--- src/hw/capture_pkg.sv ---
package capture_pkg;

    localparam int SAMPLE_WIDTH = 16;  // sig samples per word

    typedef logic [SAMPLE_WIDTH-1:0] sample_word_t;

    // completed word from the sampler
    typedef struct packed {
        logic         strobe;
        sample_word_t word;
    } sample_beat_t;

    // buffer write port, addr sized for the largest buffer
    typedef struct packed {
        logic         en;
        logic [7:0]   addr;
        sample_word_t data;
    } buf_wr_t;

    typedef enum logic [2:0] {
        CAPTURE,
        DUMP_LO,
        DUMP_HI,
        WAIT_TX,
        DONE
    } dump_state_t;

endpackage

--- src/hw/sample_buffer.sv ---
`timescale 1ns/1ns

module sample_buffer import capture_pkg::*; #(
    parameter int ADDR_WIDTH = 8
) (
    input  logic         clk,
    input  buf_wr_t      wr,
    input  logic [7:0]   rd_addr,
    output sample_word_t rd_data
);

    localparam int DEPTH = 2 ** ADDR_WIDTH;

    sample_word_t mem [DEPTH];

    always_ff @(posedge clk) begin
        if (wr.en) begin
            mem[wr.addr[ADDR_WIDTH-1:0]] <= wr.data;
        end
    end

    // one cycle read latency
    always_ff @(posedge clk) begin
        rd_data <= mem[rd_addr[ADDR_WIDTH-1:0]];
    end

endmodule

--- config.mk ---
export PLATFORM = sky130hd
export DESIGN_NAME = sample_buffer
export DESIGN_NICKNAME = d
export VERILOG_FILES = /design/src/hw/capture_pkg.sv /design/src/hw/sample_buffer.sv
export SDC_FILE = /design/constraint.sdc
export NUM_CORES = 2
export LEC_CHECK = 0
export BUFFER_PORTS_ARGS = -buffer_cell sky130_fd_sc_hd__buf_4
export CAP_MARGIN = 25
export CORE_ASPECT_RATIO = 2
export CORE_MARGIN = 1
export CORE_UTILIZATION = 45
export CTS_CLUSTER_DIAMETER = 150
export DETAILED_ROUTE_END_ITERATION = 6
export GPL_TIMING_DRIVEN = 1
export MAX_ROUTING_LAYER = met4
export PLACE_DENSITY = 0.6
export SLEW_MARGIN = 10
export SYNTH_ARGS = -nofsm -noshare
export SYNTH_HDL_FRONTEND = slang
export SYNTH_SLANG_ARGS = --single-unit
--- constraint.sdc ---
create_clock -name clk -period 2.7 [get_ports clk]
set_input_delay 0.27 -clock clk [delete_from_list [all_inputs] [get_ports clk]]
set_output_delay 0.27 -clock clk [all_outputs]
set_load 0.01 [all_outputs]
After elaboration in Yosys (flattened, before gate mapping). Memory sizes are Yosys's and may differ from the RTL's. A register that Yosys moved wholly into a read port is not among the register bits. Index checks and enable logic that the tools add are counted.

Eq/ne operators: 0. Multiply operators: 0. Reductions and logical operators: 0. Add/subtract/negate cells: 0. Shifts and indexed selects: 0. Muxes and demuxes: 2. Bitwise logic cells: 0. Divide/modulo/power cells: 0. Magnitude comparators: 0.

Operator list (count): $mux 1 (2).

Bits in read-only memories: 0. Latch bits: 0. Input port bits: 34. Memories kept: 1. Register bits after elaboration: 0. Memory bits (writable): 4096. Output and inout port bits: 16.

Memories: mem (depth 256, bits a word 16, read ports 1, clocked after memory_dff 1, wr ports 1, RTL line sample_buffer.sv:14) `sample_word_t mem [DEPTH];`.

Longest topological paths before layout.
Depth after elaboration: 2. Gate-level depth with buffers: 12. Mapped depth without buffers: 6.

Worst setup path after synthesis. Ideal clock, no wire load.

Path kind: input port to flip-flop. Start: input wr[19] (netlist bit). End: memory mem[235][0] (netlist bit), enable pin. Cell stages on the path: 6. Data arrival time: 2047 ps. Slack: 265 ps. Buffers on the path: 3. Library setup time: 388 ps. Cell sequence: clkbuf_1 > nor2b_1 > clkbuf_1 > nand4_1 > clkbuf_1 > nor2_1.

RTL lines: start, declared (RTL line sample_buffer.sv:7) `input buf_wr_t wr,`; end, declared (RTL line sample_buffer.sv:14).

No word-level cell before the write port.

==> results.cfg <==
[worst_setup_path]
cp_num_cells = 6
r2r-start = mem[55][10]
ff2ff_path_depth = 6
crit_path_cell_trace = mux4_2, mux4_2, a22o_4, o32ai_4, buf_6, nor4_4
slowest_delay_ps = 680
cp_num_buf_inv = 1
path_common_cell = mux4_2
path_class = register to register
setup.worst_path.start = mem[55][10]
required_ps = 3500
path_max_fanout = 1
endpoint = rd_data[10]
rrSetupSlack_ps = -80
crit_family = multiplexers
crit_path_start_kind = register
crit_path_top_delay_cell = mux4_2
arrival_ps = 3580
r2r_end = rd_data[10]
cp-end-kind = register

[drt]
ant_nets = 0
routed_via_density = 6.02
wl_per_cell_um = 35.2
num_vias = 80393
remaining_drc_errors = 1
drt_wl_total_um = 471000
drt_iter0_drc = 7813
drt-pass1-iter-count = 7

[grt]
antenna_found_initial = 19
grt_pass1_wl_um = 653000
first_global_vias = 83078
grt_max_degree = 113
grt_usage = 0.272
grt_overflow = 0

[synth]
synth_flop_cell = edfxtp_1
yosysSeqAreaShare = 0.777
async_flop_share = 0
synth_edf_count = 4096
synth_cells = 7360
synth.distinct_cells = 52
syn_avg_cell_area_um2 = 21.6
ys_ff_latch = 4112
post_synth_instance_area_um2 = 159000
yosysWarningCount = 0
syn_nets = 7394

[run_status]
status = complete, but fails checks
violations = DRC, setup timing

[sta]
maxSlewHeadroom = 0.246
fin_ws_ps = -82.2
fin_crit_ps = 2780
worst_slew_pin_slew_ps = 1120
whs_ps = 159
skew_ps = 70.2
period_share = 1.03
setup_viol = 2
finalHoldViolations = 0
slew_viol_final = 0
fmax_mhz = 359
rsz0062_at_grt = yes

[layout]
layout_commonest_cell = edfxtp_1
final_cell_mix = 4096 x edfxtp_1, 928 x buf_4, 797 x mux4_2, 565 x mux2i_1, 347 x clkbuf_16
drive_gt1_frac = 0.307
fin_area_um2 = 185000
fillCellCount = 27260
syn2layout_area_growth_pct = 16.6
final_nets = 8452
final_cells = 13356

[clock_tree]
clk_pin_slew_ps = 70
clkSinkCount = 4112
cts_tree = built
h-tree-depth = 5
cts_root_buf = clkbuf_16
clkLatencyLatePin_ps = 940
cts_setup_buffers = 0
cts_buffer_depth = 4
cts_inserted_buffers = 342

[die]
rows = 308
die_h_um = 842
initial_core_util = 0.452
core_um2 = 351000
dieArea_um2 = 355000
die_x_um = 422
num_io_pins = 50

[pwr]
p_sw_uw = 28100
seqPwrFrac = 0.545
power_density_nw_per_um2 = 698
design_power_total_uw = 129000
p_comb_frac = 0.062
sw_frac_of_total = 0.218
vdd_drop_max_mv = 0.536
p_leak_uw = 0.0597
clkPwrFrac = 0.393
p_int_uw = 101000

[placement]
dp_hpwl_um = 318000
numPlacedInstances = 12709
gp_congestion = 0.999
portBuffers = 49
postPlaceCellArea_um2 = 173000
dp_slack_ps = -1090

[worst_hold_path]
hold_class = primary input to register

[job]
cap_violations = 0
-- routing by layer --
layer	part of all wire	vias to the layer above	wire [um]	global-route usage
met3	0.049	859	23300	0.0297
met4	0.092	0	43100	0.203
met2	0.53	2977	250000	0.474
met1	0.33	43210	154000	0.282
met5	0	-	0	-
li1	-	33347	-	-
-- power by group through the flow --
stage / combinational, uW / sequential [uW] / clock (uW)
2_1_floorplan: 3470 / 71800 / 0
3_3_place_gp: 7820 / 71800 / 0
3_5_place_dp: 7930 / 71800 / 0
4_1_cts: 8010 / 70400 / 51600
5_1_grt: 8250 / 70400 / 53600
6_report: 8000 / 70400 / 50800
-- worst register-to-register path, delay by kind of cell (launching register included) --
kind | cells | cell delay [ps]
and+or+nand+nor | 1 | 40
buffers and inverters | 1 | 170
DFF | 1 | 350
AOI/OAI and AO/OA | 2 | 870
muxes | 2 | 1200
-- sequential cells by signal (all words and copies together), names as in the netlist --
signal	count
mem	4096
rd_data	16
-- worst min-delay path by stage --
stage | startpoint | to | slack [ps] | cells past startpoint
final | wr[22] | mem[224][11] | 160 | 4
after global routing | wr[22] | mem[224][11] | 160 | 4
after CTS | wr[22] | mem[224][11] | 90 | 4
after detailed placement | wr[11] | mem[251][11] | 670 | 1
after global placement | wr[11] | mem[250][11] | 670 | 1
after floorplan | wr[0] | mem[0][0] | 370 | 0
-- Yosys cell counts (4+ instances only) --
| cell type | instances | area, um2 |
|---|---|---|
| a2111oi_0 | 6 | 52.6 |
| edfxtp_1 | 4096 | 123000 |
| dfxtp_1 | 16 | 320 |
| a22o_1 | 32 | 280 |
| o21ai_0 | 37 | 185 |
| a22oi_1 | 43 | 323 |
| nor3_1 | 92 | 460 |
| mux2i_1 | 565 | 5660 |
| a21oi_1 | 175 | 876 |
| nand2_1 | 38 | 143 |
| o31ai_1 | 16 | 120 |
| a221oi_1 | 28 | 245 |
| nand3_1 | 35 | 175 |
| nor2_1 | 304 | 1140 |
| mux2_2 | 88 | 991 |
| and3_1 | 11 | 68.8 |
| buf_1 | 27 | 101 |
| nand4_1 | 26 | 163 |
| or2_2 | 4 | 25.0 |
| nor4_1 | 17 | 106 |
| o32ai_1 | 20 | 175 |
| buf_4 | 26 | 195 |
| buf_2 | 76 | 380 |
| buf_6 | 77 | 867 |
| nor2b_1 | 9 | 56.3 |
| clkbuf_1 | 230 | 863 |
| buf_8 | 11 | 165 |
| o221ai_1 | 252 | 2210 |
| a211oi_1 | 18 | 135 |
| o22ai_1 | 148 | 926 |
| mux4_2 | 797 | 17900 |
| a31oi_1 | 6 | 37.5 |
| buf_12 | 5 | 100 |
-- timing repair --
| item | CTS | global route |
|---|---|---|
| setup endpoints to repair | 12 | 8 |
| resized for setup | 24 | 13 |
| hold endpoints to repair | 962 | 0 |
| hold buffers | 16 | 0 |
| pin swaps | 1 | 5 |
-- final cells by class --
type                            count  area, um2  share of cell area
Antenna cell                       14       35.0            0.000189
Clock inverter                    217       2260              0.0122
Timing Repair Buffer             1166      11500              0.0619
Multi-Input combinational cell   2792      33200               0.180
Sequential cell                  4112     123000               0.666
Clock buffer                      401       8930              0.0482
Inverter                            4       27.5            0.000149
Tap cell                         4650       5820              0.0314
-- metrics by stage --
step	setup TNS (ps)	util
after floorplan	0	-
after global placement	-16110	0.493
after detailed placement	-13470	0.494
after CTS	-53.3	0.526
after global routing	-31.4	0.527
final	-83.5	0.527
-- logic make-up after synthesis --
family	after synthesis	synth area share
flops	4112	0.777
mux	1450	0.155
compound gates	786	0.0354
simple gates	556	0.0157
buf+inv	456	0.0169
Power figures use the tool's default switching activity.
