**src/hw/capture_pkg.sv**
```systemverilog
package capture_pkg;

    localparam int SAMPLE_WIDTH = 16;  // sig samples per word

    typedef logic [SAMPLE_WIDTH-1:0] sample_word_t;

    // completed word from the sampler
    typedef struct packed {
        logic         strobe;
        sample_word_t word;
    } sample_beat_t;

    // buffer write port, addr sized for the largest buffer
    typedef struct packed {
        logic         en;
        logic [7:0]   addr;
        sample_word_t data;
    } buf_wr_t;

    typedef enum logic [2:0] {
        CAPTURE,
        DUMP_LO,
        DUMP_HI,
        WAIT_TX,
        DONE
    } dump_state_t;

endpackage

```
**src/hw/bit_sampler.sv**
```systemverilog
`timescale 1ns/1ns

module bit_sampler import capture_pkg::*; (
    input  logic         clk,
    input  logic         rst,
    input  logic         restart,
    input  logic         sig,
    output sample_beat_t beat
);

    localparam int CNT_WIDTH = $clog2(SAMPLE_WIDTH);

    logic [SAMPLE_WIDTH-1:0] shift;
    logic [CNT_WIDTH-1:0]    cnt;
    logic                    strobe_q;
    sample_word_t            word_q;

    always_ff @(posedge clk) begin
        if (rst || restart) begin
            cnt      <= '0;
            strobe_q <= 1'b0;
        end else begin
            cnt      <= cnt + 1'b1;  // wraps every word
            strobe_q <= (cnt == CNT_WIDTH'(SAMPLE_WIDTH - 1));
        end
    end

    always_ff @(posedge clk) begin
        shift <= {shift[SAMPLE_WIDTH-2:0], sig};  // first sample ends in msb
        if (cnt == CNT_WIDTH'(SAMPLE_WIDTH - 1)) begin
            word_q <= {shift[SAMPLE_WIDTH-2:0], sig};
        end
    end

    assign beat = '{strobe: strobe_q, word: word_q};

endmodule

```
**config.mk**
```make
export PLATFORM = sky130hd
export DESIGN_NAME = bit_sampler
export DESIGN_NICKNAME = d
export VERILOG_FILES = /design/src/hw/capture_pkg.sv /design/src/hw/bit_sampler.sv
export SDC_FILE = /design/constraint.sdc
export NUM_CORES = 1
export LEC_CHECK = 0
export BUFFER_PORTS_ARGS = -buffer_cell sky130_fd_sc_hd__buf_4
export CAP_MARGIN = 30
export CORE_MARGIN = 1
export CORE_UTILIZATION = 58
export CTS_BUF_LIST = sky130_fd_sc_hd__clkbuf_2
export DETAILED_ROUTE_END_ITERATION = 6
export PLACE_DENSITY = 0.83
export SYNTH_ARGS = -nofsm -noshare
export SYNTH_HDL_FRONTEND = slang
export SYNTH_SLANG_ARGS = --single-unit
```
**constraint.sdc**
```tcl
create_clock -name clk -period 3.25 [get_ports clk]
set_clock_uncertainty 0.1 [all_clocks]
set_input_delay 0.65 -clock clk [delete_from_list [all_inputs] [get_ports clk]]
set_output_delay 0.65 -clock clk [all_outputs]
set_load 0.01 [all_outputs]
```
; ---- Yosys cells after proc, flatten, opt, wreduce, memory -nomap -nowiden
; Index checks and enable logic that the tools add are counted.
[op_classes]
mul = 0
shift = 0
n_lt_le_gt_ge = 0
add_sub_neg = 1
n_div = 0
n_bitwise = 0
n_reduce_logical = 1
n_eq_ne = 1
muxes = 0
[op_table]
columns = op, n
row1 = "4-bit by 1-bit adder with 4-bit output, second input constant", 1
row2 = "4-bit == test, second input constant", 1
row3 = 1-bit logical OR, 1
[totals]
rom_bits = 0
ram_bits = 0
out_inout_bits = 17
input_bits = 4
wordCells = 7
latchBits = 0
regBits = 36
memories = 0

; ---- Longest topological paths before layout
; Gate-level depths: netlist (run 1).
[depth]
depth_word = 1
depth_mapped = 3
ltp_nobuf = 3

; ---- Worst setup path after synthesis (run 1)
; No wires, ideal clock.
[synth_path]
path_kind = register to register
start = reg cnt[0]
end = reg word_q[0], enable pin
arrival_time_ps = 852
period_less_slack_ps = 1286
stages_incl_launch_ff = 3
path_buffers = 0
setup_ps = 334
required_time_ps = 2816
setup_slack_ps = 1964
path_cell_list = dfxtp_1 ha_1 and3_2
[synth_via]
elab_chain_len = 1
[synth_lines]
columns = item, line
row1 = from (decl), bit_sampler.sv:14  ; logic [CNT_WIDTH-1:0] cnt;
row2 = from (signal assigned), bit_sampler.sv:23  ; cnt <= cnt + 1'b1;
row3 = 4-bit == test, bit_sampler.sv:30  ; if (cnt == CNT_WIDTH'(SAMPLE_WIDTH - 1)) begin
row4 = to (signal assigned), bit_sampler.sv:31  ; word_q <= {shift[SAMPLE_WIDTH-2:0], sig};
row5 = to (decl), bit_sampler.sv:16  ; sample_word_t word_q;
; Every way passes these cells.
; A chain may end at the register's enable or synchronous reset.

; ---- Final worst setup path (run 1)
[layout_path]
start = reg word_q[4]
end = out beat[4] (netlist bit)
[layout_lines]
columns = item, line
row1 = to (decl), bit_sampler.sv:8  ; output sample_beat_t beat
; No word-level cell between the ends.

==> summary.txt, run 1 <==
Logic synthesis
  • Library cells used by synthesis: 11
  • Sequential fraction of the synthesis area: 90.3%
  • Syn Inst Count: 48
  • Synthesized cell area: 976 um2
  • FF+latch count, synth: 36
  • Syn avg cell area: 20.3 um2
  • Mapped Nets: 53
  • Synth Warn #: 0

Floorplanning
  • Num ports: 21
  • Die area: 0.00185 mm2
  • Die width: between 40 and 50 um
  • Overall die height: 43.0 um
  • Starting density of the core: 63.3%
  • Num rows: 14
  • Core ar.: between 0.0015 and 0.002 mm2

Final layout
  • Share of layout cells above drive strength 1: between 30 and 40%
  • Layout area overhead: 20.0%
  • Fill cells: 99
  • Nets: 79
  • Fin cells: 90
  • Leading cell types in the layout, fill and taps excluded: dfxtp_1, buf_4, edfxtp_1
  • Final Cell Area: 0.00117 mm2
  • N_diodes: 0

Route
  • Via/cell ratio: between 4 and 5
  • # DRC: 0
  • Via Count: between 400 and 500
  • First DRT Iteration DRCs: 2
  • Drt total wl: 1180 um
  • Wire per inst: 13.1 um
  • Detail Route Antenna Nets: 0
  • First-pass iteration count of the detailed router: 2

Worst setup path
  • Crit start category: flip-flop
  • Reg2Reg Depth: 2
  • Reg2reg setup slack: about 1800 ps
  • CP max-delay cell: edfxtp_1
  • Max stage delay on crit path: 410 ps
  • Critical path cell sequence: buf_4
  • Worst R2R End: word_q[5]
  • Critical path peak fanout: 1
  • Worst path bufs/invs: 1
  • FF-to-FF Start: cnt[0]
  • Crit path kind: flip-flop to output port
  • Critical path required time: 2500 ps
  • Delay-heaviest family, CP: flip-flops
  • Worst Path Arrival: 890 ps
  • CP Capture Type: output port
  • Crit path launch: word_q[4]

STA
  • Setup_tns: 0 ps
  • RSZ-0062 raised after global routing: false
  • Final cycle utilization of the critical path: 50.5%
  • Peak Freq: between 600 and 700 MHz
  • Fin. Hold Viols: 0
  • Tmin final: 1640 ps
  • Worst relative slew slack: 75.8%
  • Final hold slack: 235 ps
  • Max Slew Vio Count: 0
  • Finish-stage setup viols: 0
  • Worst-Margin Slew: 363 ps

Place
  • Dpl cells: 83
  • Hpwl dp: between 800 and 900 um
  • Post-DP Area: 0.00114 mm2
  • Port Buffers: 20
  • Gpl congestion: 0.618

Global routing
  • Total grt overflow: 0
  • Initial antenna violation count: 0
  • Largest net degree at the start of global routing: 18
  • Vias in the first global route: 463
  • First-pass GRT wire length: about 2000 um
  • Tot GR Track Use: 16.5%

Min path
  • Hold EP: shift[5]
  • Hold depth: 0
  • Min-delay src: shift[4]
  • Hold Crit Class: flip-flop to flip-flop

Pwr
  • Pwr Density: 567 mW/mm2
  • Static Leak: approximately 0.00046 uW
  • VDD IR-drop max: 0.000394 V

Clocking
  • Hold_buf cts: 0
  • Clock Sinks: 36
  • Total CTS buffers: 5
  • Clk_lat worst skew: 330 ps
  • H-tree depth: 2
  • CTS root buf: clkbuf_2
  • Resize count post-CTS: 0
  • TritonCTS clock tree: yes
  • Post-CTS Setup Repair Bufs: 0
  • Clock-pin slew on the worst setup and hold paths: approximately 160 ps
  • Clk buf depth: 2

Job
  • Max-cap violations: 0

Outcome
  • Status: finished clean
## layer usage
layer / vias to the layer above / global-route usage, % / wire [um]
li1: 222 / - / -
met5: - / 0 / 0
met4: 0 / 10.9 / 5
met3: 2 / 9.36 / 103
met2: 18 / 25.5 / 588
met1: 201 / 17.0 / 479
## state kept, by name, summed over array words and instances (netlist names)
name	cells
cnt	4
word_q	16
strobe_q	1
shift	15
## how the worst max path moves through the flow
stage | endpoint | slack [ps] | depth (start not counted)
floorplan | word_q[0] | 1960 | 2
global placement | word_q[14] | 1900 | 2
detailed placement | word_q[15] | 1820 | 2
CTS | beat[4] | 1570 | 1
global route | beat[11] | 1530 | 1
finish | beat[4] | 1610 | 1
## cells in the mapped netlist
master | count | area share, %
and3_2 | 1 | 0.77
buf_4 | 1 | 0.77
dfxtp_1 | 20 | 41
edfxtp_1 | 16 | 49
ha_1 | 1 | 1.3
mux2_2 | 1 | 1.2
nand3_1 | 1 | 0.51
nor3_1 | 3 | 1.5
nor3b_1 | 2 | 1.5
nor3b_2 | 1 | 1.3
xnor2_1 | 1 | 0.90
## power breakdown
group,internal (uW),switching (uW),leakage [uW]
Clock,44.5,124,0.0000239
Sequential,483,5.14,0.000311
Combinational,3.67,3.34,0.000127
## metrics by stage
step / setup slack (ps) / power [uW] / utilization, %
2_1_floorplan: 1960 / 498 / -
3_3_place_gp: 1900 / 504 / 73.9
3_5_place_dp: 1820 / 506 / 73.9
4_1_cts: 1570 / 668 / 76.0
5_1_grt: 1530 / 690 / 76.0
6_report: 1610 / 664 / 76.0
## layout make-up
class | instances | area [um2] | area share (%)
flip-flops and latches | 36 | 881 | 75.2
multi-input cells | 11 | 87.6 | 7.48
clock inverters | 2 | 7.51 | 0.641
repair buffers | 20 | 150 | 12.8
well taps | 16 | 20.0 | 1.71
clock buffers | 5 | 25.0 | 2.14
## kinds of logic (layout without fill, tap and decap cells)
logic type    after synthesis  in the layout  share of synthesized area (%)
flops                      36             36                           90.3
simple gates                8              8                           5.64
fa+ha+maj                   1              1                           1.28
xor+xnor                    1              1                          0.898
mux                         1              1                           1.15
buf+inv                     1             27                          0.770
Power figures use the tool's default switching activity.
==> run 2: changes to the inputs <==
- CORE_UTILIZATION: 58 -> 54
- PLACE_DENSITY: 0.83 -> 0.78
- clock period: 3.25 -> 1.7 ns (I/O delays scaled with it)
==> run 2 against run 1 <==
Effect of this change: worst hold slack worse by 130 ps; first-iteration DRC count grew to 4.0 times the previous value; die area is 7.0% higher; clock power is 100% higher; via count grew 2.5%.
==> summary.txt, run 2 (same netlist as run 1, synthesis figures left out) <==
Final layout
  • Layout area overhead: 22.6%
  • N_diodes: 0 (unchanged)
  • Fin cells: 100 (+11%)
  • Share of layout cells above drive strength 1: 38.2% (+0.32 points)
  • Core Util, Final: 75.0% (-0.93 points)
  • Top Registers: word_q: 16 flops, shift: 15 flops, cnt: 4 flops
  • Leading cell types in the layout, fill and taps excluded: dfxtp_1, buf_4, edfxtp_1
  • Most flops, register: word_q
  • Fill cells: 99 (unchanged)
  • Nets: 80 (+1.3%)
  • Max reg flops: 16 (unchanged)

Min path
  • Hold Crit Class: input port to flip-flop
  • Min-delay src: rst

Global routing
  • Tot GR Track Use: 14.7% (-1.8 points)
  • Total grt overflow: 0 (unchanged)
  • Largest net degree at the start of global routing: 18 (unchanged)
  • Initial antenna violation count: 0 (unchanged)
  • Vias in the first global route: 436 (-5.8%)
  • First-pass GRT wire length: 1960 um (-2.1%)

Worst setup path
  • Crit path launch: cnt[0]
  • Reg2reg setup slack: 280 ps (-1540 ps)
  • Crit path kind: flip-flop to flip-flop
  • CP Capture Type: flip-flop
  • CP max-delay cell: and3_2
  • Critical path depth: 2 (+1)
  • Critical path peak fanout: 17 (+16)
  • Critical path required time: 1600 ps (-900 ps)
  • Delay-heaviest family, CP: simple AND/OR/NAND/NOR gates
  • FF-to-FF Start: cnt[0]
  • Crit path to: word_q[4]
  • Max stage delay on crit path: 430 ps (+20 ps)
  • Crit start category: flip-flop
  • Critical path cell sequence: ha_1 > and3_2
  • Reg2Reg Depth: 2 (unchanged)
  • Worst path bufs/invs: 0 (-1)
  • Worst R2R End: word_q[4]
  • Worst Path Arrival: 1310 ps (+420 ps)

Route
  • Via/cell ratio: 4.54 (-7.8%)
  • Detail Route Antenna Nets: 0 (unchanged)
  • First DRT Iteration DRCs: 8 (+6)
  • Drt total wl: 1180 um (about the same)
  • Wire per inst: 11.8 um (-9.9%)
  • Via Count: 454 (+2.5%)
  • # DRC: 0 (unchanged)
  • First-pass iteration count of the detailed router: 2 (unchanged)

Pwr
  • Psw: 257 uW (+94%)
  • VDD IR-drop max: 0.000787 V (+100%)
  • Static Leak: 0.000470 uW (+1.8%)
  • Net switching share of the total power: 20.0% (+0.021 points)
  • Comb pwr share: 1.2% (about the same)
  • Sequential power share: 72.4% (-1.2 points)
  • Clock power frac: 26.4% (+1.0 points)
  • Internal: 1030 uW (+94%)
  • Pwr Density: 1080 mW/mm2 (+90%)

STA
  • Setup_tns: 0 ps (unchanged)
  • Worst-Margin Slew: 377 ps (+14.2 ps)
  • Finish-stage setup viols: 0 (unchanged)
  • Fin. Hold Viols: 0 (unchanged)
  • Peak Freq: 706 MHz
  • Max Slew Vio Count: 0 (unchanged)
  • Tmin final: 1420 ps
  • Final cycle utilization of the critical path: 83.3%
  • Worst relative slew slack: 74.9% (-0.95 points)
  • RSZ-0062 raised after global routing: false

Place
  • Port Buffers: 20 (unchanged)
  • Hpwl dp: 759 um (-6.4%)
  • Dpl cells: 91 (+9.6%)
  • Gpl congestion: 0.712 (+15%)

Clocking
  • Clock Sinks: 36 (unchanged)
  • Clk buf depth: 2 (unchanged)
  • H-tree depth: 2 (unchanged)
  • Resize count post-CTS: 0 (unchanged)
  • Post-CTS Setup Repair Bufs: 0 (unchanged)
  • TritonCTS clock tree: yes
  • Clock-pin slew on the worst setup and hold paths: 160 ps (about the same)
  • CTS root buf: clkbuf_2
  • Clk_lat worst skew: 330 ps (about the same)
  • Total CTS buffers: 5 (unchanged)
  • Hold_buf cts: 1 (+1)

Floorplanning
  • Overall die height: 44.5 um (+3.5%)
  • Starting density of the core: 61.2% (-2.1 points)
  • Num rows: 14 (unchanged)
  • Die width: 44.5 um (+3.5%)
  • Die area: 0.00198 mm2 (+7.0%)
  • Num ports: 21 (unchanged)
  • Core ar.: 0.00159 mm2 (+3.4%)

Job
  • Max-cap violations: 0 (unchanged)

Outcome
  • Status: finished clean
run 2: cell type report:
class	instances	area [um2]	area share [%]
clock inverters	2	7.51	0.628
well taps	24	30.0	2.51
repair buffers	21	160	13.4
clock buffers	6	30.0	2.51
flip-flops and latches	36	881	73.6
multi-input cells	11	87.6	7.32
run 2: per-layer routing:
layer,share of wire [%],track usage [%],up-vias
met1,46,18.4,212
li1,-,-,227
met2,48,21.5,15
met5,0,0,-
met4,0,3.64,0
met3,5.7,9.80,0
run 2: per-stage QoR:
stage / hold slack, ps / cell area (um2) / total power, uW / setup WS, ps
floorplan: 227 / 976 / 952 / 414
global placement: 229 / 1150 / 964 / 342
detailed placement: 238 / 1150 / 966 / 298
CTS: 93.0 / 1200 / 1290 / 263
global route: 64.3 / 1200 / 1340 / 188
finish: 106 / 1200 / 1290 / 284
run 2: power groups by stage:
stage               Clock [uW]  Sequential [uW]  Combinational, uW
floorplan                    0              949               3.32
global placement             0              951               12.4
detailed placement           0              953               13.7
CTS                        343              934               15.6
global route               391              937               16.6
finish                     340              934               15.3
run 2: how the worst min path moves through the flow:
stage / slack, ps / endpoint / depth (start not counted)
finish: 110 / strobe_q / 2
global route: 60 / cnt[0] / 2
CTS: 90 / strobe_q / 2
detailed placement: 240 / shift[14] / 0
global placement: 230 / shift[6] / 0
floorplan: 230 / shift[10] / 0
