**src/hw/capture_pkg.sv**
```systemverilog
package capture_pkg;

    localparam int SAMPLE_WIDTH = 16;  // sig samples per word

    typedef logic [SAMPLE_WIDTH-1:0] sample_word_t;

    // completed word from the sampler
    typedef struct packed {
        logic         strobe;
        sample_word_t word;
    } sample_beat_t;

    // buffer write port, addr sized for the largest buffer
    typedef struct packed {
        logic         en;
        logic [7:0]   addr;
        sample_word_t data;
    } buf_wr_t;

    typedef enum logic [2:0] {
        CAPTURE,
        DUMP_LO,
        DUMP_HI,
        WAIT_TX,
        DONE
    } dump_state_t;

endpackage

```
**src/hw/uart_pkg.sv**
```systemverilog
package uart_pkg;

    typedef logic [7:0] uart_byte_t;

    // one-cycle start with the byte to send
    typedef struct packed {
        logic       start;
        uart_byte_t data;
    } tx_req_t;

endpackage

```
**src/hw/dump_controller.sv**
```systemverilog
`timescale 1ns/1ns

module dump_controller import capture_pkg::*, uart_pkg::*; #(
    parameter int ADDR_WIDTH = 8
) (
    input  logic         clk,
    input  logic         rst,
    input  logic         rearm,
    input  sample_beat_t beat,
    output buf_wr_t      wr,
    output logic [7:0]   rd_addr,
    input  sample_word_t rd_data,
    output tx_req_t      tx_req,
    input  logic         tx_busy,
    output logic         done
);

    localparam logic [ADDR_WIDTH-1:0] LAST_ADDR = '1;

    dump_state_t           state;
    logic [ADDR_WIDTH-1:0] addr;
    logic                  rd_valid;  // rd_data matches addr
    logic                  wr_hit;
    logic                  lo_go;
    logic                  hi_go;
    uart_byte_t            tx_byte;

    assign wr_hit = (state == CAPTURE) && beat.strobe;
    assign lo_go  = (state == DUMP_LO) && rd_valid && !tx_busy;
    assign hi_go  = (state == DUMP_HI) && !tx_busy;

    assign tx_byte = (state == DUMP_HI) ? rd_data[15:8] : rd_data[7:0];

    assign wr      = '{en: wr_hit, addr: 8'(addr), data: beat.word};
    assign rd_addr = 8'(addr);
    assign tx_req  = '{start: lo_go || hi_go, data: tx_byte};
    assign done    = (state == DONE);

    always_ff @(posedge clk) begin
        if (rst || rearm) begin
            state    <= CAPTURE;
            addr     <= '0;
            rd_valid <= 1'b0;
        end else begin
            rd_valid <= 1'b1;
            case (state)
                CAPTURE: begin
                    if (wr_hit) begin
                        addr     <= addr + 1'b1;  // wraps to 0 when full
                        rd_valid <= 1'b0;
                        if (addr == LAST_ADDR) begin
                            state <= DUMP_LO;
                        end
                    end
                end
                DUMP_LO: begin
                    if (lo_go) begin
                        state <= DUMP_HI;  // busy is high from next cycle
                    end
                end
                DUMP_HI: begin
                    if (hi_go) begin
                        // next word is fetched while the high byte goes out
                        addr     <= addr + 1'b1;
                        rd_valid <= 1'b0;
                        state    <= WAIT_TX;
                    end
                end
                WAIT_TX: begin
                    if (!tx_busy) begin
                        state <= (addr == '0) ? DONE : DUMP_LO;  // wrapped means all sent
                    end
                end
                default: begin
                    state <= DONE;  // hold until rearm
                end
            endcase
        end
    end

endmodule

```
**config.mk**
```make
export PLATFORM = sky130hd
export DESIGN_NAME = dump_controller
export DESIGN_NICKNAME = d
export VERILOG_FILES = /design/src/hw/capture_pkg.sv /design/src/hw/uart_pkg.sv /design/src/hw/dump_controller.sv
export SDC_FILE = /design/constraint.sdc
export NUM_CORES = 1
export LEC_CHECK = 0
export CORE_UTILIZATION = 43
export DETAILED_ROUTE_END_ITERATION = 16
export DONT_BUFFER_PORTS = 1
export PLACE_DENSITY = 0.66
export SLEW_MARGIN = 20
export SYNTH_ARGS = -nofsm -noshare
export SYNTH_HDL_FRONTEND = slang
export SYNTH_SLANG_ARGS = --single-unit
```
**constraint.sdc**
```tcl
create_clock -name clk -period 1.5 [get_ports clk]
set_input_delay 0.075 -clock clk [delete_from_list [all_inputs] [get_ports clk]]
set_output_delay 0.075 -clock clk [all_outputs]
set_load 0.03 [all_outputs]
```
==> Word-level counts from Yosys, hierarchy flattened <==
Index checks and enable logic that the tools add are counted.
Widths: inputs -> output; s select.
{ "totals": {"register_bits": 12, "in_bits": 37, "output_inout_bits": 43, "elab_cells": 40} }
{ "op_classes": {"n_addsub": 1, "n_eq_ne": 10, "n_mux": 14, "reduce_logical": 12} }
{ "op_table": {"columns": ["op", "n"], "rows": [
  ["$mux 8", 3],
  ["$mux 3", 6],
  ["$pmux 8 s2", 1],
  ["$pmux 3 s4", 1],
  ["$add 8x1->8 const B", 1],
  ["$eq 8x8->1 const B", 1],
  ["$logic_not 8->1", 1],
  ["$ne 2x2->1 const B", 4],
  ["$eq 3x2->1 const B", 2],
  ["$reduce_and 5->1", 1],
  ["$logic_and 1x1->1", 4],
  ["$eq 3x1->1 const B", 1],
  ["$eq 3x3->1 const B", 1],
  ["$logic_not 3->1", 1],
  ["$reduce_and 3->1", 1],
  ["$logic_or 1x1->1", 2],
  ["$mux 1", 2],
  ["$ne 2x1->1 const B", 1],
  ["$pmux 1 s2", 1],
  ["$reduce_bool 2->1", 1],
  ["$logic_not 1->1", 1]
]} }

==> Longest topological paths before layout <==
Gate-level depths: netlist of run 1.
{ "logic_depth": {"word_depth": 5, "depth_mapped": 6, "mapped_depth_nobuf": 6} }

==> Least setup slack after synthesis of run 1 <==
Ideal clock, no wire load.
{ "synth_path": {"path_kind": "reg-to-output", "startpoint": "register state[0]", "endpoint": "output tx_req[8] (netlist name)", "arrival_time_ns": 1.596, "required_ns": 1.425, "setup_slack_ns": -0.171, "stages_incl_launch_ff": 5, "n_path_buf": 1, "path_cell_list": "dfxtp_1 > clkbuf_1 > and2b_1 > nand2_1 > a211oi_1"} }
{ "synth_lines": {"columns": ["item", "line_no", "source"], "rows": [
  ["start, declared", "dump_controller.sv:20", "dump_state_t state;"],
  ["start signal, assigned", "dump_controller.sv:71", "state <= (addr == '0) ? DONE : DUMP_LO;"],
  ["end, declared", "dump_controller.sv:13", "output tx_req_t tx_req,"]
]} }

==> results of run 1 <==
==> synth_stat cells, drive strengths merged <==
cell / n / share of area
buf: 26 / 0.20
nor2: 13 / 0.062
dfxtp: 12 / 0.25
mux2: 8 / 0.095
xor2: 5 / 0.046
nand2: 4 / 0.016
nor2b: 3 / 0.028
o2111ai: 3 / 0.028
or4: 3 / 0.024
a21oi: 2 / 0.011
and2: 2 / 0.013
and3: 2 / 0.013
clkbuf: 2 / 0.0079
ha: 2 / 0.026
inv: 2 / 0.0079
mux2i: 2 / 0.021
nor3b: 2 / 0.016
o211ai: 2 / 0.021
o21ai: 2 / 0.011
a211oi: 1 / 0.0079
a2bb2oi: 1 / 0.0092
a41oi: 1 / 0.0092
and2b: 1 / 0.0079
and4: 1 / 0.0092
nand2b: 1 / 0.0066
nand4bb: 1 / 0.012
nor3: 1 / 0.0053
o21bai: 1 / 0.0079
or2: 1 / 0.0066
or2b: 1 / 0.0079
xnor2: 1 / 0.0092
==> cells by family after synthesis <==
| group | count (synthesis) | synth area share |
|---|---|---|
| xor+xnor | 6 | 0.05534 |
| buf+inv | 30 | 0.2187 |
| flops | 12 | 0.2530 |
| simple gates | 36 | 0.2266 |
| fa+ha+maj | 2 | 0.02635 |
| compound gates | 13 | 0.1041 |
| mux | 10 | 0.1159 |
==> report_power, final <==
part | leakage [nW] | total (mW) | internal [mW] | switching [mW]
clock network | 0.0138 | 0.200 | 0.0932 | 0.107
registers | 0.0987 | 0.322 | 0.320 | 0.00264
logic | 0.345 | 0.0872 | 0.0312 | 0.0560
==> worst min-delay path, cell delays in order <==
cell     delay (ns)
nor2_1         0.05
nand2_1        0.07
o21ai_1        0.05
==> state kept, by name, indices dropped and copies added (netlist names) <==
signal,cells
rd_addr,8
state,3
rd_valid,1
==> per-layer routing <==
layer	wire length, µm	GRT usage
met3	163	0.04673
met4	74	0.1422
met1	953	0.2348
met2	924	0.2500
met5	0	0
==> repair_timing <==
action	4_1_cts	5_1_grt
hold endpoints to repair	0	0
resized for setup	13	5
setup buffers	4	4
endpoints found under the setup margin	8	15
pin swaps	1	7
==> worst min path at each step <==
stage	end	cells after the start
global placement	wr[1]	0
global route	rd_valid	2
floorplan	tx_req[8]	1
finish	rd_addr[5]	3
CTS	state[0]	3
detailed placement	wr[1]	0
==> area by class of cell <==
cell class / instances / area [µm²]
fill: 205 / 957.2
multi-input combinational: 67 / 554.3
sequential: 12 / 246.5
timing repair buffer: 24 / 200.2
tap: 27 / 33.78
clock buffer: 3 / 22.52
inverter: 2 / 7.507
==> cells in the final DEF, fill, tap and decap left out, drive strengths merged <==
cell type / synthesis / layout
or2: 1 / 1
nand2: 4 / 4
xnor2: 1 / 1
o21ai: 2 / 2
nor2: 13 / 13
or4: 3 / 3
and4: 1 / 1
nand2b: 1 / 1
or2b: 1 / 1
buf: 26 / 24
and2b: 1 / 1
o21bai: 1 / 1
a21oi: 2 / 2
and3: 2 / 2
nor2b: 3 / 3
a211oi: 1 / 1
dfxtp: 12 / 12
mux2: 8 / 8
inv: 2 / 2
nand4bb: 1 / 1
xor2: 5 / 5
mux2i: 2 / 2
o211ai: 2 / 2
and2: 2 / 2
nor3b: 2 / 2
a2bb2oi: 1 / 1
ha: 2 / 2
clkbuf: 2 / 3
nor3: 1 / 1
o2111ai: 3 / 3
a41oi: 1 / 1
==> flow_summary_export.csv, run 1 <==
group,metric,value,unit
yosys,yosysWarnings,0,
sta,fin_crit_sh,1.046,
yosys,synth_nets,148,
floorplanning,fp.dieW,49.00,µm
power_and_ir_drop,leakage,0.4572,nW
sta,skew,0.004418,ns
critical_path,crit_chain,"or2b_1 -> nor2_4 -> buf_12 -> mux2_4",
place,dp_cells,124,
cells_and_area,fin_cells,135,
grt,grt_usage,0.1807,
cells_and_area,utilization,0.5266,
power_and_ir_drop,power_density,572.8,nW/µm²
yosys,yosysSeqAreaShare,0.2530,
routing,ant_nets,0,
clock_network,path_clk_slew,0.07,ns
sta,hold_slack,0.008768,ns
floorplanning,die_y,49.00,µm
grt,overflow,0,
worst_hold_path,hold_class,"input port to register",
floorplanning,dieArea,2401,µm²
clock_network,cts_root_buf,"clkbuf_4",
critical_path,crit_slowest_cell,"mux2_4",
place,io_buffer_count,0,
floorplanning,start_util,0.4697,
critical_path,startpoint,"state[0]",
yosys,synth-seq-cells,12,
yosys,netlist_instances,109,
routing,wl_per_cell,15.67,µm
sta,slew_violations,0,
yosys,synth_cell_type_count,36,
grt,grt_pass1_vias,703,
routing,dr.pass1.iters,3,
clock_network,ctsHoldBuffers,0,
critical_path,cpPeakStageDelay,0.36,ns
outcome,violations,"setup timing",
sta,rsz0062_at_grt,"true",
power_and_ir_drop,finalPower,609.9,µW
place,placed_cell_area,914.6,µm²
yosys,syn-mean-instance-area,8.712,µm²
critical_path,critPathKind,"register to output port",
sta,fin_tns_setup,-0.5734,ns
critical_path,cp-start-kind,"register",
sta,fmax,0.6371,GHz
power_and_ir_drop,peakVddDrop,0.3224,mV
critical_path,critPathRequiredTime,1.42,ns
clock_network,insertion_delay,0.28,ns
routing,vias,737,
outcome,outcome,"finished with violations",
place,place_congestion,0.8069,
grt,grt_max_degree,12,
sta,tightest_slew,0.3111,ns
critical_path,cp_num_buf_inv,1,
floorplanning,io-pin-count,80,
clock_network,h-tree-depth,1,
clock_network,clock_path_buffers,2,
sta,relSlewSlack,0.7912,
clock_network,clock_sinks,12,
floorplanning,rows,16,
sta,fin_crit,1.570,ns
clock_network,numCtsBuffers,3,
grt,antenna_found_initial,0,
grt,grt_pass1_wl,3.332,mm
critical_path,timing.rr.end,"rd_addr[5]",
critical_path,r2r_cells,7,
cells_and_area,design_area,1065,µm²
routing,drt-total-wl,2.116,mm
cells_and_area,layout-drive-gt1-share,0.4352,
critical_path,crit_arrival,1.49,ns
sta,fin_ws,-0.06960,ns
cells_and_area,diodes,0,
place,pre_cts_ws,0.05667,ns
sta,setup_violations,9,
routing,vias_per_cell,5.459,
cells_and_area,area_delta_synth_final,12.12,%
critical_path,ff2ff_setup_slack,-0.03,ns
sta,finalHoldViolCount,0,
worst_hold_path,holdCritStartpoint,"rst",
cells_and_area,nNetsFinal,149,
job,cap_violations,0,
critical_path,r2r-start,"state[0]",
routing,drc,0,
clock_network,cts_tree,"yes",
yosys,syn_area,949.7,µm²
critical_path,crit_fanout,8,
critical_path,cp-end-kind,"output port",
place,dp_hpwl,1.539,mm
critical_path,endpoint,"tx_req[0]",
routing,drt_iter0_markers,7,
critical_path,crit_cells,4,
floorplanning,core_region_area,2022,µm²
critical_path,critPathTopFamily,"simple AND/OR/NAND/NOR gates",
(Power assumes the default switching activity.)
==> run 2: changes to the inputs <==
--- a/config.mk
+++ b/config.mk
@@ -6,6 +6,8 @@
 export NUM_CORES = 1
 export LEC_CHECK = 0
 export CORE_UTILIZATION = 43
+export CTS_BUF_LIST = sky130_fd_sc_hd__clkbuf_8 sky130_fd_sc_hd__clkbuf_16
+export CTS_CLUSTER_SIZE = 20
 export DETAILED_ROUTE_END_ITERATION = 16
 export DONT_BUFFER_PORTS = 1
 export PLACE_DENSITY = 0.66
==> flow_summary_export.csv, run 2 (synthesized netlist as in run 1, its figures left out) <==
group,metric,value,unit
clock_network,numCtsBuffers,3,
cells_and_area,largest_reg_flops,8,
sta,hold_slack,0.05584,ns
grt,grt_pass1_wl,3.401,mm
critical_path,critPathRequiredTime,1.42,ns
critical_path,cp-end-kind,"output port",
sta,fin_crit_sh,1.015,
sta,setup_violations,8,
power_and_ir_drop,power_density,663.0,nW/µm²
power_and_ir_drop,peakVddDrop,0.4305,mV
floorplanning,start_util,0.4697,
routing,drc,0,
routing,drt_iter0_markers,6,
floorplanning,rows,16,
critical_path,crit_fanout,8,
clock_network,h-tree-depth,1,
sta,rsz0062_at_grt,"true",
routing,dr.pass1.iters,4,
routing,vias_per_cell,5.545,
sta,relSlewSlack,0.6945,
worst_hold_path,holdCritStartpoint,"rst",
cells_and_area,nNetsFinal,146,
routing,drt-total-wl,2.099,mm
clock_network,insertion_delay,0.24,ns
sta,fin_crit,1.522,ns
outcome,outcome,"finished with violations",
clock_network,cts_tree,"yes",
floorplanning,io-pin-count,80,
grt,overflow,0,
sta,tightest_slew,0.4573,ns
critical_path,ff2ff_setup_slack,0.06,ns
clock_network,path_clk_slew,0.05,ns
cells_and_area,fill_cells,203,
clock_network,clock_path_buffers,2,
floorplanning,fp.dieW,49.00,µm
sta,finalHoldViolCount,0,
cells_and_area,most-common-layout-cells,"buf_4 (20), nor2_1 (11), mux2_4 (8), dfxtp_1 (8), xor2_1 (5)",
place,dp_hpwl,1.539,mm
cells_and_area,area_delta_synth_final,10.28,%
cells_and_area,diodes,0,
place,place_congestion,0.8069,
critical_path,cp-start-kind,"register",
critical_path,critPathKind,"register to output port",
routing,vias,732,
grt,grt_max_degree,12,
floorplanning,die_y,49.00,µm
cells_and_area,layout-drive-gt1-share,0.4095,
power_and_ir_drop,finalPower,694.3,µW
critical_path,crit_arrival,1.45,ns
power_and_ir_drop,leakage,0.4402,nW
grt,grt_usage,0.1821,
clock_network,ctsHoldBuffers,0,
sta,skew,0.006571,ns
floorplanning,dieArea,2401,µm²
job,cap_violations,0,
grt,antenna_found_initial,0,
sta,fin_ws,-0.02203,ns
sta,fmax,0.6570,GHz
outcome,violations,"setup timing",
grt,grt_pass1_vias,720,
clock_network,clock_sinks,12,
routing,ant_nets,0,
cells_and_area,final_common_cell,"buf_4",
sta,slew_violations,0,
worst_hold_path,min_to,"rd_addr[5]",
critical_path,r2r_cells,6,
worst_hold_path,whs_path_depth,3,
routing,wl_per_cell,15.90,µm
critical_path,r2r-start,"state[0]",
critical_path,timing.rr.end,"rd_addr[5]",
floorplanning,core_region_area,2022,µm²
clock_network,cts_root_buf,"clkbuf_8",
place,io_buffer_count,0,
worst_hold_path,hold_class,"input port to register",
run 2: how the worst max path moves through the flow:
| stage | from | end | slack, ns | cells after the start |
|---|---|---|---|---|
| floorplan | rd_addr[1] | rd_addr[5] | 0.005 | 4 |
| global placement | state[1] | rd_addr[5] | 0.12 | 4 |
| detailed placement | state[1] | rd_addr[5] | 0.06 | 4 |
| CTS | state[0] | tx_req[0] | -0.05 | 4 |
| global route | state[0] | tx_req[7] | -0.08 | 4 |
| finish | state[0] | tx_req[0] | -0.02 | 4 |
run 2: power breakdown:
group | internal (mW) | switching [mW] | total, mW
Clock | 0.176 | 0.108 | 0.284
Combinational | 0.0308 | 0.0561 | 0.0869
Sequential | 0.321 | 0.00259 | 0.324
run 2: repair_timing:
| action | in CTS | in global routing |
|---|---|---|
| setup buffers | 4 | 1 |
| pin swaps | 1 | 3 |
| endpoints found under the setup margin | 8 | 13 |
| cloned | 0 | 0 |
| resized for setup | 11 | 4 |
run 2: worst max-delay path, cell delays in order, from the launching register on:
cell,delay [ns]
dfxtp_4,0.34
or2b_1,0.26
nor2_4,0.11
buf_12,0.14
mux2_4,0.36
run 2: metrics by stage:
stage / setup TNS [ns] / cells / area (µm²) / utilization / worst slack (ns)
2_1_floorplan: 0 / 109 / 960.9 / - / 0.004567
3_3_place_gp: 0 / 124 / 914.6 / 0.4524 / 0.1159
3_5_place_dp: 0 / 124 / 914.6 / 0.4524 / 0.05667
4_1_cts: -0.3842 / 131 / 1033 / 0.5111 / -0.04682
5_1_grt: -0.6379 / 132 / 1047 / 0.5179 / -0.07796
6_report: -0.1489 / 132 / 1047 / 0.5179 / -0.02203
run 2: per-layer routing:
metal,wire [µm],global-route usage
met1,945,0.2367
met4,60,0.1127
met5,0,0
met3,177,0.04984
met2,916,0.2639
run 2: layout make-up:
cell class	instances	area, µm²	area share
repair buffers	21	170.2	0.1625
flip-flops and latches	12	247.7	0.2366
well taps	27	33.78	0.03226
inverters	2	7.507	0.007168
multi-input cells	67	546.8	0.5221
clock buffers	3	41.29	0.03943
==> run 3: changes to the inputs <==
--- a/config.mk
+++ b/config.mk
@@ -5,12 +5,15 @@
 export SDC_FILE = /design/constraint.sdc
 export NUM_CORES = 1
 export LEC_CHECK = 0
-export CORE_UTILIZATION = 43
+export CELL_PAD_IN_SITES_DETAIL_PLACEMENT = 0
+export CELL_PAD_IN_SITES_GLOBAL_PLACEMENT = 1
+export CORE_ASPECT_RATIO = 1.75
+export CORE_UTILIZATION = 37
 export CTS_BUF_LIST = sky130_fd_sc_hd__clkbuf_8 sky130_fd_sc_hd__clkbuf_16
 export CTS_CLUSTER_SIZE = 20
 export DETAILED_ROUTE_END_ITERATION = 16
 export DONT_BUFFER_PORTS = 1
-export PLACE_DENSITY = 0.66
+export PLACE_DENSITY = 0.8
 export SLEW_MARGIN = 20
 export SYNTH_ARGS = -nofsm -noshare
 export SYNTH_HDL_FRONTEND = slang
==> flow_summary_export.csv, run 3 (synthesized netlist as in run 1, its figures left out) <==
group,metric,value,unit
outcome,outcome,"finished with violations",
outcome,violations,"setup timing",
floorplanning,fp.dieW,40.30,µm
routing,wl_per_cell,15.64,µm
place,dp_cells,123,
routing,drt_iter0_markers,9,
place,place_congestion,0.8401,
cells_and_area,most-common-layout-cells,"buf_4 (22), nor2_1 (11), dfxtp_1 (8)",
critical_path,cp-end-kind,"output port",
power_and_ir_drop,finalPower,688.7,µW
sta,finalHoldViolCount,0,
clock_network,numCtsBuffers,3,
cells_and_area,nNetsFinal,148,
clock_network,cts_tree,"yes",
sta,slew_violations,0,
cells_and_area,largest_reg_flops,8,
sta,tightest_slew,0.2887,ns
cells_and_area,diodes,0,
power_and_ir_drop,peakVddDrop,0.3720,mV
grt,grt_max_degree,12,
sta,rsz0062_at_grt,"true",
routing,ant_nets,0,
routing,drt-total-wl,2.080,mm
power_and_ir_drop,power_density,652.9,nW/µm²
routing,dr.pass1.iters,3,
routing,vias,727,
worst_hold_path,hold_class,"input port to register",
clock_network,path_clk_slew,0.05,ns
sta,fin_crit,1.572,ns
sta,skew,0.005837,ns
place,io_buffer_count,0,
cells_and_area,area_delta_synth_final,11.07,%
critical_path,crit_fanout,5,
critical_path,r2r-start,"state[0]",
critical_path,startpoint,"state[1]",
cells_and_area,fin_cells,133,
floorplanning,die_y,69.02,µm
place,dp_hpwl,1.605,mm
sta,fin_crit_sh,1.048,
sta,fin_ws,-0.07219,ns
floorplanning,start_util,0.3857,
critical_path,cp-start-kind,"register",
power_and_ir_drop,leakage,0.4375,nW
clock_network,clock_path_buffers,2,
sta,setup_violations,8,
cells_and_area,regArea,250.2,µm²
cells_and_area,multi_input_area,538.0,µm²
floorplanning,io-pin-count,80,
floorplanning,rows,24,
clock_network,cts_root_buf,"clkbuf_8",
critical_path,crit_arrival,1.50,ns
place,pre_cts_ws,0.04566,ns
sta,fin_tns_setup,-0.4238,ns
clock_network,h-tree-depth,1,
grt,grt_usage,0.1591,
critical_path,ff2ff_setup_slack,0.05,ns
clock_network,ctsHoldBuffers,0,
routing,drc,0,
clock_network,insertion_delay,0.24,ns
job,cap_violations,0,
grt,grt_pass1_wl,3.008,mm
clock_network,clock_sinks,12,
routing,vias_per_cell,5.466,
floorplanning,dieArea,2781,µm²
cells_and_area,final_common_cell,"buf_4",
cells_and_area,fill_cells,253,
cells_and_area,layout-drive-gt1-share,0.4393,
sta,fmax,0.6361,GHz
grt,antenna_found_initial,0,
floorplanning,core_region_area,2462,µm²
grt,grt_pass1_vias,685,
critical_path,critPathRequiredTime,1.42,ns
critical_path,critPathKind,"register to output port",
grt,overflow,0,
worst_hold_path,holdCritStartpoint,"rst",
sta,relSlewSlack,0.8072,
-- run 3: per-layer routing --
layer | vias to the layer above | part of all wire | track usage
met5 | - | 0 | 0
met4 | 0 | 0.025 | 0.1000
met3 | 6 | 0.077 | 0.03537
met2 | 56 | 0.58 | 0.2867
met1 | 315 | 0.32 | 0.1376
li1 | 350 | - | -
-- run 3: timing repair --
action	CTS	global route
pin swaps	2	4
endpoints found under the setup margin	8	12
resized for setup	9	5
setup buffers	3	4
-- run 3: critical path, cell delays in order (launching register included) --
cell and delay, ns:
dfxtp_4 0.33, or2b_1 0.27, nor2_4 0.18, buf_12 0.14, mux2_4 0.34
-- run 3: cell type report --
class / instances / area share
clock buffers: 3 / 0.03915
inverters: 2 / 0.007117
multi-input cells: 67 / 0.5101
flip-flops and latches: 12 / 0.2372
well taps: 26 / 0.03084
repair buffers: 23 / 0.1756
-- run 3: final timing paths --
check | end | depth (start not counted)
max | tx_req[2] | 4
min | state[0] | 3
min reg2reg | rd_addr[1] | 2
max reg2reg | rd_addr[4] | 8
-- run 3: metrics by stage --
stage	util	hold WS (ns)	instance area (µm²)
final	0.4284	0.03761	1055
after global routing	0.4284	0.07004	1055
after CTS	0.4111	0.04147	1012
after detailed placement	0.3709	0.1502	913.4
after global placement	0.3709	0.1502	913.4
after floorplan	-	0.2098	960.9
-- run 3: report_power, final --
group / leakage [nW] / switching, mW / internal, mW / total, mW
Clock: 0.0216 / 0.107 / 0.176 / 0.283
Combinational: 0.317 / 0.0545 / 0.0295 / 0.0840
Sequential: 0.0995 / 0.00279 / 0.319 / 0.322
